[config.mk]
export PLATFORM = sky130hd
export DESIGN_NAME = mt_fetch_top
export DESIGN_NICKNAME = d
export VERILOG_FILES = /design/src/verilog/mt_fetch_pkg.sv /design/src/verilog/hart_selector.sv /design/src/verilog/pc_file.sv /design/src/verilog/icache.sv /design/src/verilog/bus_arbiter.sv /design/src/verilog/mt_fetch_top.sv
export SDC_FILE = /design/constraint.sdc
export NUM_CORES = 2
export LEC_CHECK = 0
export BUFFER_PORTS_ARGS = -buffer_cell sky130_fd_sc_hd__buf_2
export CAP_MARGIN = 40
export CELL_PAD_IN_SITES_DETAIL_PLACEMENT = 1
export CELL_PAD_IN_SITES_GLOBAL_PLACEMENT = 1
export CORE_MARGIN = 5
export CORE_UTILIZATION = 25
export DETAILED_ROUTE_END_ITERATION = 7
export PLACE_DENSITY_LB_ADDON = 0.1
export SKIP_LAST_GASP = 1
export SYNTH_ARGS = -nofsm -noshare
export SYNTH_HDL_FRONTEND = slang
export SYNTH_SLANG_ARGS = --single-unit
[constraint.sdc]
create_clock -name CLK -period 18.1 [get_ports CLK]
set_input_delay 1.81 -clock CLK [delete_from_list [all_inputs] [get_ports CLK]]
set_output_delay 1.81 -clock CLK [all_outputs]
set_load 0.005 [all_outputs]
[src/verilog/mt_fetch_pkg.sv]
// mt_fetch_pkg
// Shared types and constants for the multithreaded fetch front end.
// Holds the word and hart-id types, the quantum, the instruction cache
// geometry and the per-hart reset PC rule.

package mt_fetch_pkg;

    // ============================================================
    // data and thread types
    // ============================================================
    typedef logic [31:0] word_t;                       // one data or address word.

    localparam int NUM_HARTS = 4;                      // hardware threads in the core.
    typedef logic [$clog2(NUM_HARTS)-1:0] hart_t;      // hart index, 2 bits for 4 harts.

    localparam int QUANTUM  = 10;                      // accepted fetches before return to hart 0.
    localparam int QCOUNT_W = $clog2(QUANTUM + 1);     // counter holds 0 up to QUANTUM.

    // ============================================================
    // instruction cache geometry
    // ============================================================
    localparam int ICACHE_LINES = 16;                  // one word per line.
    localparam int OFFSET_W     = 2;                   // byte offset inside a word.
    localparam int INDEX_W      = $clog2(ICACHE_LINES);
    localparam int TAG_W        = 32 - INDEX_W - OFFSET_W;

    typedef logic [INDEX_W-1:0] index_t;               // line select.
    typedef logic [TAG_W-1:0]   tag_t;                 // address bits above the index.

    // ============================================================
    // reset program counters
    // ============================================================
    localparam word_t RESET_PC      = 32'h0000_0000;   // start address of hart 0.
    localparam word_t RESET_PC_STEP = 32'h0000_0100;   // spacing between hart start addresses.

    // hart n starts at RESET_PC plus n times the step.
    function automatic word_t hart_reset_pc(hart_t h);
        return RESET_PC + RESET_PC_STEP * word_t'(h);
    endfunction

endpackage

[src/verilog/hart_selector.sv]
// hart_selector
// Picks the hart that fetches. A cache miss moves fetch to the next hart,
// and after QUANTUM accepted fetches the selector falls back to hart 0.

`timescale 1ns/1ps

module hart_selector (
    input  logic                CLK,
    input  logic                nRST,
    input  logic                pc_en,
    input  logic                if_ex_flush,
    input  logic                instr_valid,
    input  logic                cache_miss,
    output mt_fetch_pkg::hart_t hart_id
);

    logic [mt_fetch_pkg::QCOUNT_W-1:0] count;          // accepted fetches in this quantum.
    logic [mt_fetch_pkg::QCOUNT_W-1:0] next_count;
    mt_fetch_pkg::hart_t               next_hart_id;
    logic                              accept;         // a fetch leaves the front end.
    logic                              quantum_done;   // count has reached QUANTUM.

    assign accept       = instr_valid && pc_en && !if_ex_flush;
    assign quantum_done = (count == mt_fetch_pkg::QCOUNT_W'(mt_fetch_pkg::QUANTUM));

    // ============================================================
    // state registers
    // ============================================================
    always_ff @(posedge CLK, negedge nRST) begin
        if (!nRST) begin
            count   <= '0;                             // quantum starts empty.
            hart_id <= '0;                             // fetch begins on hart 0.
        end else begin
            count   <= next_count;
            hart_id <= next_hart_id;
        end
    end

    // the count only moves on an accepted fetch and wraps after QUANTUM.
    always_comb begin
        next_count = count;
        if (accept) begin
            if (quantum_done) begin
                next_count = '0;
            end else begin
                next_count = count + 1'b1;
            end
        end
    end

    // Next hart. A miss outranks the quantum return.
    always_comb begin
        next_hart_id = hart_id;                        // stay by default.
        if (cache_miss) begin
            if (hart_id == mt_fetch_pkg::hart_t'(mt_fetch_pkg::NUM_HARTS - 1)) begin
                next_hart_id = '0;                     // wrap past the last hart.
            end else begin
                next_hart_id = hart_id + 1'b1;
            end
        end else if (quantum_done && hart_id != '0) begin
            next_hart_id = '0;                         // quantum used up, back to hart 0.
        end
    end

endmodule

[src/verilog/pc_file.sv]
// pc_file
// One program counter per hart. The selected hart's PC steps by 4 on each
// accepted fetch, and a redirect can load any hart's PC from outside.

`timescale 1ns/1ps

module pc_file (
    input  logic                CLK,
    input  logic                nRST,
    input  mt_fetch_pkg::hart_t hart_id,
    input  logic                advance,
    input  logic                redirect_en,
    input  mt_fetch_pkg::hart_t redirect_hart,
    input  mt_fetch_pkg::word_t redirect_pc,
    output mt_fetch_pkg::word_t pc
);

    mt_fetch_pkg::word_t pcs [mt_fetch_pkg::NUM_HARTS]; // program counter of each hart.

    // ============================================================
    // per-hart PC update
    // ============================================================
    always_ff @(posedge CLK, negedge nRST) begin
        if (!nRST) begin
            for (int h = 0; h < mt_fetch_pkg::NUM_HARTS; h++) begin
                pcs[h] <= mt_fetch_pkg::hart_reset_pc(mt_fetch_pkg::hart_t'(h));
            end
        end else begin
            for (int h = 0; h < mt_fetch_pkg::NUM_HARTS; h++) begin
                if (redirect_en && redirect_hart == mt_fetch_pkg::hart_t'(h)) begin
                    pcs[h] <= redirect_pc;             // a redirect beats the increment.
                end else if (advance && hart_id == mt_fetch_pkg::hart_t'(h)) begin
                    pcs[h] <= pcs[h] + 32'd4;          // next sequential instruction.
                end
            end
        end
    end

    // the selected hart's PC goes straight to the cache lookup.
    assign pc = pcs[hart_id];

endmodule

[src/verilog/icache.sv]
// icache
// Direct-mapped instruction cache, one word per line. Hits answer in the
// same cycle. A miss while idle starts a single refill over the shared bus,
// and the line is written on the edge where the bus read completes.

`timescale 1ns/1ps

module icache (
    input  logic                CLK,
    input  logic                nRST,
    input  mt_fetch_pkg::word_t pc,
    output logic                instr_valid,
    output mt_fetch_pkg::word_t instr,
    output logic                cache_miss,
    output logic                ren,
    output mt_fetch_pkg::word_t addr,
    input  mt_fetch_pkg::word_t rdata,
    input  logic                busy
);

    typedef enum logic {
        IDLE,                                          // no refill running.
        REFILL                                         // waiting on the bus read.
    } state_t;

    state_t state;
    state_t next_state;

    logic                valid_q [mt_fetch_pkg::ICACHE_LINES]; // line holds a word.
    mt_fetch_pkg::tag_t  tag_q   [mt_fetch_pkg::ICACHE_LINES];
    mt_fetch_pkg::word_t data_q  [mt_fetch_pkg::ICACHE_LINES];

    mt_fetch_pkg::index_t pc_index;
    mt_fetch_pkg::tag_t   pc_tag;
    mt_fetch_pkg::word_t  miss_addr;                   // address under refill.
    mt_fetch_pkg::index_t fill_index;
    logic                 hit;
    logic                 fill_done;                   // bus read finishes this cycle.

    // ============================================================
    // lookup
    // ============================================================
    assign pc_index = pc[mt_fetch_pkg::OFFSET_W +: mt_fetch_pkg::INDEX_W];
    assign pc_tag   = pc[31 -: mt_fetch_pkg::TAG_W];
    assign hit      = valid_q[pc_index] && (tag_q[pc_index] == pc_tag);

    assign instr_valid = hit;
    assign instr       = data_q[pc_index];
    assign cache_miss  = !hit && (state == IDLE);      // a busy engine makes the hart wait.

    // ============================================================
    // refill engine
    // ============================================================
    assign ren        = (state == REFILL);
    assign addr       = {miss_addr[31:mt_fetch_pkg::OFFSET_W], 2'b00};
    assign fill_index = miss_addr[mt_fetch_pkg::OFFSET_W +: mt_fetch_pkg::INDEX_W];
    assign fill_done  = (state == REFILL) && !busy;

    always_comb begin
        next_state = state;
        case (state)
            IDLE:    if (cache_miss) next_state = REFILL;
            REFILL:  if (!busy) next_state = IDLE;     // the word arrives with busy low.
            default: next_state = IDLE;
        endcase
    end

    always_ff @(posedge CLK, negedge nRST) begin
        if (!nRST) begin
            state <= IDLE;
            for (int i = 0; i < mt_fetch_pkg::ICACHE_LINES; i++) begin
                valid_q[i] <= 1'b0;                    // cache comes up empty.
            end
        end else begin
            state <= next_state;
            if (fill_done) begin
                valid_q[fill_index] <= 1'b1;
            end
        end
    end

    // line storage and the address of the running refill.
    always_ff @(posedge CLK) begin
        if (cache_miss) begin
            miss_addr <= pc;                           // latch the missing fetch address.
        end
        if (fill_done) begin
            tag_q[fill_index]  <= miss_addr[31 -: mt_fetch_pkg::TAG_W];
            data_q[fill_index] <= rdata;
        end
    end

endmodule

[src/verilog/bus_arbiter.sv]
// bus_arbiter
// Shares one memory bus between the cache refill and the core's data port.
// The owner is chosen at a clock edge with the cache first, kept through
// busy, and released when its access completes.

`timescale 1ns/1ps

module bus_arbiter (
    input  logic                CLK,
    input  logic                nRST,
    input  logic                ic_ren,
    input  mt_fetch_pkg::word_t ic_addr,
    output mt_fetch_pkg::word_t ic_rdata,
    output logic                ic_busy,
    input  logic                d_ren,
    input  logic                d_wen,
    input  mt_fetch_pkg::word_t d_addr,
    input  mt_fetch_pkg::word_t d_wdata,
    output mt_fetch_pkg::word_t d_rdata,
    output logic                d_busy,
    output logic                mem_ren,
    output logic                mem_wen,
    output mt_fetch_pkg::word_t mem_addr,
    output mt_fetch_pkg::word_t mem_wdata,
    input  mt_fetch_pkg::word_t mem_rdata,
    input  logic                mem_busy
);

    typedef enum logic [1:0] {
        OWN_NONE,
        OWN_CACHE,
        OWN_DATA
    } owner_t;

    owner_t owner;
    owner_t next_owner;
    logic   d_req;                                     // data port wants the bus.

    assign d_req = d_ren || d_wen;

    // ============================================================
    // ownership
    // ============================================================
    always_comb begin
        next_owner = owner;
        case (owner)
            OWN_NONE: begin
                if (ic_ren) next_owner = OWN_CACHE;    // refill wins a tie.
                else if (d_req) next_owner = OWN_DATA;
            end
            OWN_CACHE: if (!ic_ren || !mem_busy) next_owner = OWN_NONE;
            OWN_DATA:  if (!d_req || !mem_busy) next_owner = OWN_NONE;
            default:   next_owner = OWN_NONE;
        endcase
    end

    always_ff @(posedge CLK, negedge nRST) begin
        if (!nRST) begin
            owner <= OWN_NONE;
        end else begin
            owner <= next_owner;
        end
    end

    // ============================================================
    // bus mux
    // ============================================================
    always_comb begin
        mem_ren   = 1'b0;                              // idle bus drives nothing.
        mem_wen   = 1'b0;
        mem_addr  = '0;
        mem_wdata = '0;
        if (owner == OWN_CACHE) begin
            mem_ren  = ic_ren;                         // refill only reads.
            mem_addr = ic_addr;
        end else if (owner == OWN_DATA) begin
            mem_ren   = d_ren;
            mem_wen   = d_wen;
            mem_addr  = d_addr;
            mem_wdata = d_wdata;
        end
    end

    assign ic_rdata = mem_rdata;                       // both sides see the read word.
    assign d_rdata  = mem_rdata;

    // a requester that is not the owner sees busy while it waits or the peer holds the bus.
    assign ic_busy = (owner == OWN_CACHE) ? mem_busy : (ic_ren || owner == OWN_DATA);
    assign d_busy  = (owner == OWN_DATA) ? mem_busy : (d_req || owner == OWN_CACHE);

endmodule

[src/verilog/mt_fetch_top.sv]
// mt_fetch_top
// Multithreaded fetch front end. Ties the hart selector, the PC file, the
// instruction cache and the bus arbiter together, and brings out the fetch
// port, the core's data port and the shared memory bus.

`timescale 1ns/1ps

module mt_fetch_top (
    input  logic                CLK,
    input  logic                nRST,
    input  logic                pc_en,
    input  logic                if_ex_flush,
    input  logic                redirect_en,
    input  mt_fetch_pkg::hart_t redirect_hart,
    input  mt_fetch_pkg::word_t redirect_pc,
    output logic                instr_valid,
    output mt_fetch_pkg::word_t instr,
    output mt_fetch_pkg::hart_t instr_hart,
    output mt_fetch_pkg::word_t instr_pc,
    input  logic                d_ren,
    input  logic                d_wen,
    input  mt_fetch_pkg::word_t d_addr,
    input  mt_fetch_pkg::word_t d_wdata,
    output mt_fetch_pkg::word_t d_rdata,
    output logic                d_busy,
    output logic                mem_ren,
    output logic                mem_wen,
    output mt_fetch_pkg::word_t mem_addr,
    output mt_fetch_pkg::word_t mem_wdata,
    input  mt_fetch_pkg::word_t mem_rdata,
    input  logic                mem_busy
);

    mt_fetch_pkg::hart_t hart_id;                      // hart that fetches this cycle.
    mt_fetch_pkg::word_t pc;
    logic                cache_miss;
    logic                advance;                      // fetch accepted by the pipeline.
    logic                ic_ren;
    mt_fetch_pkg::word_t ic_addr;
    mt_fetch_pkg::word_t ic_rdata;
    logic                ic_busy;

    assign advance    = instr_valid && pc_en && !if_ex_flush;
    assign instr_hart = hart_id;
    assign instr_pc   = pc;

    // ============================================================
    // fetch path
    // ============================================================
    hart_selector u_hart_selector (
        .CLK         (CLK),
        .nRST        (nRST),
        .pc_en       (pc_en),
        .if_ex_flush (if_ex_flush),
        .instr_valid (instr_valid),
        .cache_miss  (cache_miss),
        .hart_id     (hart_id)
    );

    pc_file u_pc_file (
        .CLK           (CLK),
        .nRST          (nRST),
        .hart_id       (hart_id),
        .advance       (advance),
        .redirect_en   (redirect_en),
        .redirect_hart (redirect_hart),
        .redirect_pc   (redirect_pc),
        .pc            (pc)
    );

    icache u_icache (
        .CLK         (CLK),
        .nRST        (nRST),
        .pc          (pc),
        .instr_valid (instr_valid),
        .instr       (instr),
        .cache_miss  (cache_miss),
        .ren         (ic_ren),
        .addr        (ic_addr),
        .rdata       (ic_rdata),
        .busy        (ic_busy)
    );

    // ============================================================
    // shared memory bus
    // ============================================================
    bus_arbiter u_bus_arbiter (
        .CLK       (CLK),
        .nRST      (nRST),
        .ic_ren    (ic_ren),
        .ic_addr   (ic_addr),
        .ic_rdata  (ic_rdata),
        .ic_busy   (ic_busy),
        .d_ren     (d_ren),
        .d_wen     (d_wen),
        .d_addr    (d_addr),
        .d_wdata   (d_wdata),
        .d_rdata   (d_rdata),
        .d_busy    (d_busy),
        .mem_ren   (mem_ren),
        .mem_wen   (mem_wen),
        .mem_addr  (mem_addr),
        .mem_wdata (mem_wdata),
        .mem_rdata (mem_rdata),
        .mem_busy  (mem_busy)
    );

endmodule

Word level (Yosys, flattened, before mapping)
Memories as Yosys holds them, arrays and structs flattened.
Cells that the tools add are included.
W data, S select, Z words.
Cells by class
  equality and inequality tests: 13
  mux-type cells: 40
  reductions and logical operators: 36
  $lt $le $gt $ge: 4
  bitwise operators: 5
  add/subtract/negate cells: 6
Operator list (number)
  $mux W32: 14
  $add A32 B3 Y32 const B: 4
  $bmux W32 S2: 1
  $eq A26 B26 Y1: 1
  $or A16 B16 Y16: 1
  $logic_and A1 B1 Y1: 15
  $mux W2: 7
  $mux W1: 13
  $reduce_bool A2 Y1: 6
  $eq A2 B2 Y1 const B: 5
  $ge A5 B5 Y1 const B: 2
  $not A4 Y5: 2
  $eq A2 B1 Y1 const B: 3
  $logic_not A1 Y1: 6
  $logic_not A2 Y1: 3
  $pmux W2 S3: 1
  $logic_or A1 B1 Y1: 5
  $lt A5 B1 Y1 const B: 1
  $add A4 B1 Y4 const B: 1
  $bmux W1 S4: 1
  $demux W1 S4: 1
  $eq A4 B4 Y1 const B: 1
  $mux W4: 1
  $ne A2 B1 Y1 const B: 2
  other kinds (7): 7
Word-level totals
  memory bits (writable): 928
  output and inout port bits: 166
  input port bits: 138
  word-level logic and storage cells: 131
  memories: 2
  register bits after elaboration: 185
Memory list
  u_icache.data_q: words 16, bits a word 32, rd ports 1, clocked after Yosys merged registers in 0, write ports 1, line icache.sv:31  | mt_fetch_pkg::word_t data_q [mt_fetch_pkg::ICACHE_LINES];
  u_icache.tag_q: words 16, bits a word 26, rd ports 1, clocked after Yosys merged registers in 0, write ports 1, line icache.sv:30  | mt_fetch_pkg::tag_t tag_q [mt_fetch_pkg::ICACHE_LINES];

Longest topological paths before layout
  depth after elaboration: 14
  gate-level depth with buffers: 23
  depth with buffers taken out: 15

By module
Synthesis repeated with hierarchy kept, for this count alone.
Unflattened totals
  cells, all modules: 2581
  area, all modules: 46423.3 um^2
Modules (own cells, without submodules)
  icache: times used 1, area an instance 37238.2 um^2, cells an instance 1577, seq. area each 29193.0 um^2
  pc_file: times used 1, area an instance 7617.3 um^2, cells an instance 813, seq. area each 3208.1 um^2
  bus_arbiter: times used 1, area an instance 1233.7 um^2, cells an instance 160, seq. area each 50.0 um^2
  hart_selector: times used 1, area an instance 325.3 um^2, cells an instance 30, seq. area each 150.1 um^2
  mt_fetch_top: times used 1, area an instance 8.8 um^2, cells an instance 1, seq. area each 0.0 um^2

Worst setup path before layout
Ideal clock, no wire load.
  path type: input to register
  start: input port mem_busy
  end: register u_icache.valid_q[15] (netlist bit)
  stages on the path: 5
  buffers on the path: 0
  arrival time: 7.020 ns
  path slack: 10.991 ns
  cells stage by stage: inv_1 > and3_1 > or3b_2 > nor3_1 > or2_2
On the way
  word-level cells in the longest chain between the ends: 3
Ends and longest elaborated chain
  start: declaration: line mt_fetch_top.sv:31  | input logic mem_busy
  $mux W1: line bus_arbiter.sv:88  | assign ic_busy = (owner == OWN_CACHE) ? mem_busy : (ic_ren || owner == OWN_DATA);
  $logic_not A1 Y1: line icache.sv:57  | assign fill_done = (state == REFILL) && !busy;
  $logic_and A1 B1 Y1: line icache.sv:57
  end signal: indexed assignment: line icache.sv:72  | valid_q[i] <= 1'b0;
  end signal: indexed assignment: line icache.sv:77  | valid_q[fill_index] <= 1'b1;
  end: declaration: line icache.sv:29  | logic valid_q [mt_fetch_pkg::ICACHE_LINES];
Every way passes these cells.
A chain may end at the register's enable or synchronous reset.

Worst setup path after layout
  start: register u_hart_selector.hart_id[1]
  end: output port instr_valid
On the way
  word-level cells in the longest chain between the ends: 9
Ends and longest elaborated chain
  start: declaration: line hart_selector.sv:14  | output mt_fetch_pkg::hart_t hart_id
  start signal: assignment: line hart_selector.sv:35  | hart_id <= next_hart_id;
  $not A2 Y3 (implied by the code) *: line pc_file.sv:40  | assign pc = pcs[hart_id];
  $bmux W32 S2 *: line pc_file.sv:40
  $mux W32 (implied by the code) * (2 in a row): line pc_file.sv:40
  parallel branches: the longest is 4 deep, another holds $mem_v2 Z16 W26
  $logic_and A1 B1 Y1 *: line icache.sv:45  | assign hit = valid_q[pc_index] && (tag_q[pc_index] == pc_tag);
  end: declaration: line mt_fetch_top.sv:16  | output logic instr_valid,
Mark *: on every way between the ends. The select of a mux whose other input is x is not followed.

==> metrics.md <==
| Metric | Value |
|---|---|
| Chip width | 442 um |
| WP data required | 16.29 ns |
| DP Area | 51,500 sq um |
| WP data arrival | 6.97 ns |
| Residual DRC | 0 |
| Final Max Slew Viols | 0 |
| Combinational Power Share | 33.1% |
| Largest net degree at the start of global routing | 128 |
| Slew margin rel. | 36.0% |
| Crit-path cells | mux2i_1 > mux2_4 > clkinv_16 > buf_16 > buf_4 > mux2i_1 > o22ai_1 > nor3_1 > o21ai_1 > or4b_1 > or4_1 > or4_1 > nor2_1 > buf_2 |
| Cts bufs inserted | 135 |
| Routed length per instance | 27.2 um |
| Layout cells sized above 1 | 27.2% |
| Ys async rst share | 13.8% |
| Commonest non-fill, non-tap cell in the layout | edfxtp_1 |
| Sequential element share of the synthesized area | 69.9% |
| Final hold vios | 0 |
| Hold Startpoint | u_icache.valid_q[11] |
| Least-Margin Pin Slew | 0.960 ns |
| Clk root buf | clkbuf_16 |
| CTS tree | done |
| Power density over cell area | 159 nW/um^2 |
| CORE AREA | 186,000 sq um |
| IO Pins | 304 |
| Critical path endpoint category | output port |
| GR Overflow Total | 0 |
| FF-to-FF Start | u_hart_selector.hart_id[1] |
| Ys Warns | 0 |
| GRT Resource Usage Total | 15.6% |
| Clock transition at path regs | 0.06 ns |
| #FFs+latches synth | 1,111 |
| Fin util | 30.1% |
| R2R cell count | 17 |
| Status | finished clean |
| NetSw | 3.05 mW |
| F_max | 114 MHz |
| Global-route wire length before repair | 221,000 um |
| Worst setup path class | reg -> out |
| Post-synthesis cell area | 46,700 sq um |
| DRT Pass-1 Iters | 5 |
| Sw Ratio | 34.4% |
| Routability cong. | 0.737 |
| CTS Hold Buffers Added | 0 |
| Top cell type's share of synthesized area | 61.6% |
| Vias | 26,702 |
| Layout net count | 3,269 |
| Commonest cells after routing, fill and taps aside | edfxtp_1, buf_2, mux4_2, nand2_1, mux2i_1 |
| Final period util | 48.5% |
| Worst setup SP type | flip-flop |
| Row count | 158 |
| Die Height | 442 um |
| Number of I/O port buffers | 303 |
| Max-capacitance violation count | 0 |
| # resized after CTS | 0 |
| Ys flop type | edfxtp_1 |
| Sequential share of power | 36.6% |
| Clk network pwr share | 30.3% |
| Clk_skew | 0.0507 ns |
| Area delta synth->final | 19.7% |
| Initial antenna violation count | 6 |
| RSZ-0062 raised after global routing | no |
| Initial core utilization | 25.1% |
| Via density | 4.67 |
| Mapped Cells | 2,782 |
| DR iter-0 viols | 1,699 |
| CP max-delay cell | buf_4 |
| Netlist cell types | 71 |
| Setup TNS | 0 ns |
| Reg2Reg Capture Point | u_pc_file.pcs[53] |
| Leakage | 18.7 nW |
| Crit Path Max Fanout | 101 |
| Cell-internal power | 5.82 mW |
| Mean area per synthesized cell | 16.8 sq um |
| Worst R2R Setup Slack | 10.90 ns |
| Largest stage delay on the critical path | 0.71 ns |
| ANT nets after route | 0 |
| CP Launch Point | u_hart_selector.hart_id[1] |
| H-Tree Depth | 4 |
| DIE AREA | 195,000 sq um |
| Min cycle time layout | 8.78 ns |
| Cell taking the most area after synthesis | edfxtp_1 |
| Hold Path Depth | 1 |
| Setup Fix Bufs, Post-CTS | 0 |
| CTS sink cnt | 1,111 |
| Post-DP HPWL | 97,000 um |
| Syn nets | 2,928 |
| Post-synth EDFFs | 958 |
| Synth area leaders | edfxtp_1, mux4_2, dfrtp_1 |
| Layout fillers | 19,190 |
| CTS max path bufs | 3 |
| Vias in the first global route | 29,607 |
| Post-Route WL | 156,000 um |
| Peak VDD IR | 0.155 mV |
| Final count of negative-setup-slack endpoints | 0 |
| Design area | 55,900 sq um |
| Clk_lat worst skew | 0.78 ns |
| Hold Path End | u_icache.valid_q[11] |
| HP Class | reg -> reg |
## sequential cells by signal, indices dropped and copies added, names as in the netlist
signal,cells
u_icache.miss_addr,30
u_pc_file.pcs,128
u_hart_selector.hart_id,2
u_hart_selector.count,4
u_icache.data_q,512
u_bus_arbiter.owner,2
u_icache.valid_q,16
u_icache.tag_q,416
u_icache.ren,1
## area by class of cell
type	instances	area (sq um)	area share, %
diodes	3	7.51	0.0134
clock buffers	167	3570	6.39
clock inverters	78	793	1.42
inverters	18	103	0.184
multi-input cells	1467	13200	23.6
flip-flops and latches	1111	32600	58.4
well taps	2480	3100	5.56
repair buffers	390	2510	4.50
## synth_stat cells (all sizes together), types with 37 or more instances
library cell    n
edfxtp        958
mux4          206
nand2         187
mux2i         154
dfrtp         149
buf            96
o21ai          96
xor2           91
clkbuf         90
nor2           88
nand3          81
xnor2          66
and2           56
a21oi          47
and3           45
nor3           41
nand4          38
o22ai          37
## metrics by stage
stage	worst slack [ns]	hold slack (ns)	power, mW	std cells
floorplan	10.99	0.434	5.06	2782
global placement	9.77	0.446	6.31	5445
detailed placement	9.93	0.452	6.35	5466
CTS	9.08	0.468	9.09	5711
global route	8.92	0.486	9.34	5712
finish	9.32	0.469	8.87	5714
## worst max-delay path, delay by kind of cell, from the launching register on
family	cells	cell delay [ns]
simple gates	5	2.27
buf+inv	4	1.90
mux	3	0.85
flops	1	0.50
compound gates	2	0.49
## cell families (layout without fill, tap and decap cells)
family	count (synthesis)	count (layout)	synth area share, %
other	0	3	0
adders and majority gates	8	8	0.214
buffers and inverters	204	653	2.27
muxes	387	387	13.9
AOI/OAI and AO/OA	297	297	4.12
and+or+nand+nor	618	618	6.69
xor gates and xnor gates	157	157	2.95
DFF	1111	1111	69.9
## power groups by stage
stage / Sequential [mW] / Clock, mW / Combinational (mW)
after CTS: 3.26 / 2.78 / 3.05
final: 3.25 / 2.69 / 2.94
after detailed placement: 3.31 / 0 / 3.04
after global routing: 3.28 / 2.90 / 3.17
after global placement: 3.30 / 0 / 3.01
after floorplan: 3.22 / 0 / 1.84
## how the worst max path moves through the flow
stage / to / slack [ns] / cells past startpoint
floorplan: u_icache.valid_q[15] / 10.99 / 5
global placement: instr_valid / 9.77 / 13
detailed placement: instr_valid / 9.93 / 14
CTS: instr_valid / 9.08 / 14
global route: instr_valid / 8.92 / 14
finish: instr_valid / 9.32 / 14
## metal layers
metal / share of wire, % / global-route usage (%) / vias to the layer above / wire length [um]
li1: - / - / 11617 / -
met1: 44 / 20.1 / 14342 / 68100
met2: 50 / 27.3 / 541 / 78600
met3: 3.5 / 2.56 / 202 / 5430
met4: 2.3 / 4.13 / 0 / 3520
met5: 0 / 0 / - / 0
Power figures use the tool's default switching activity.
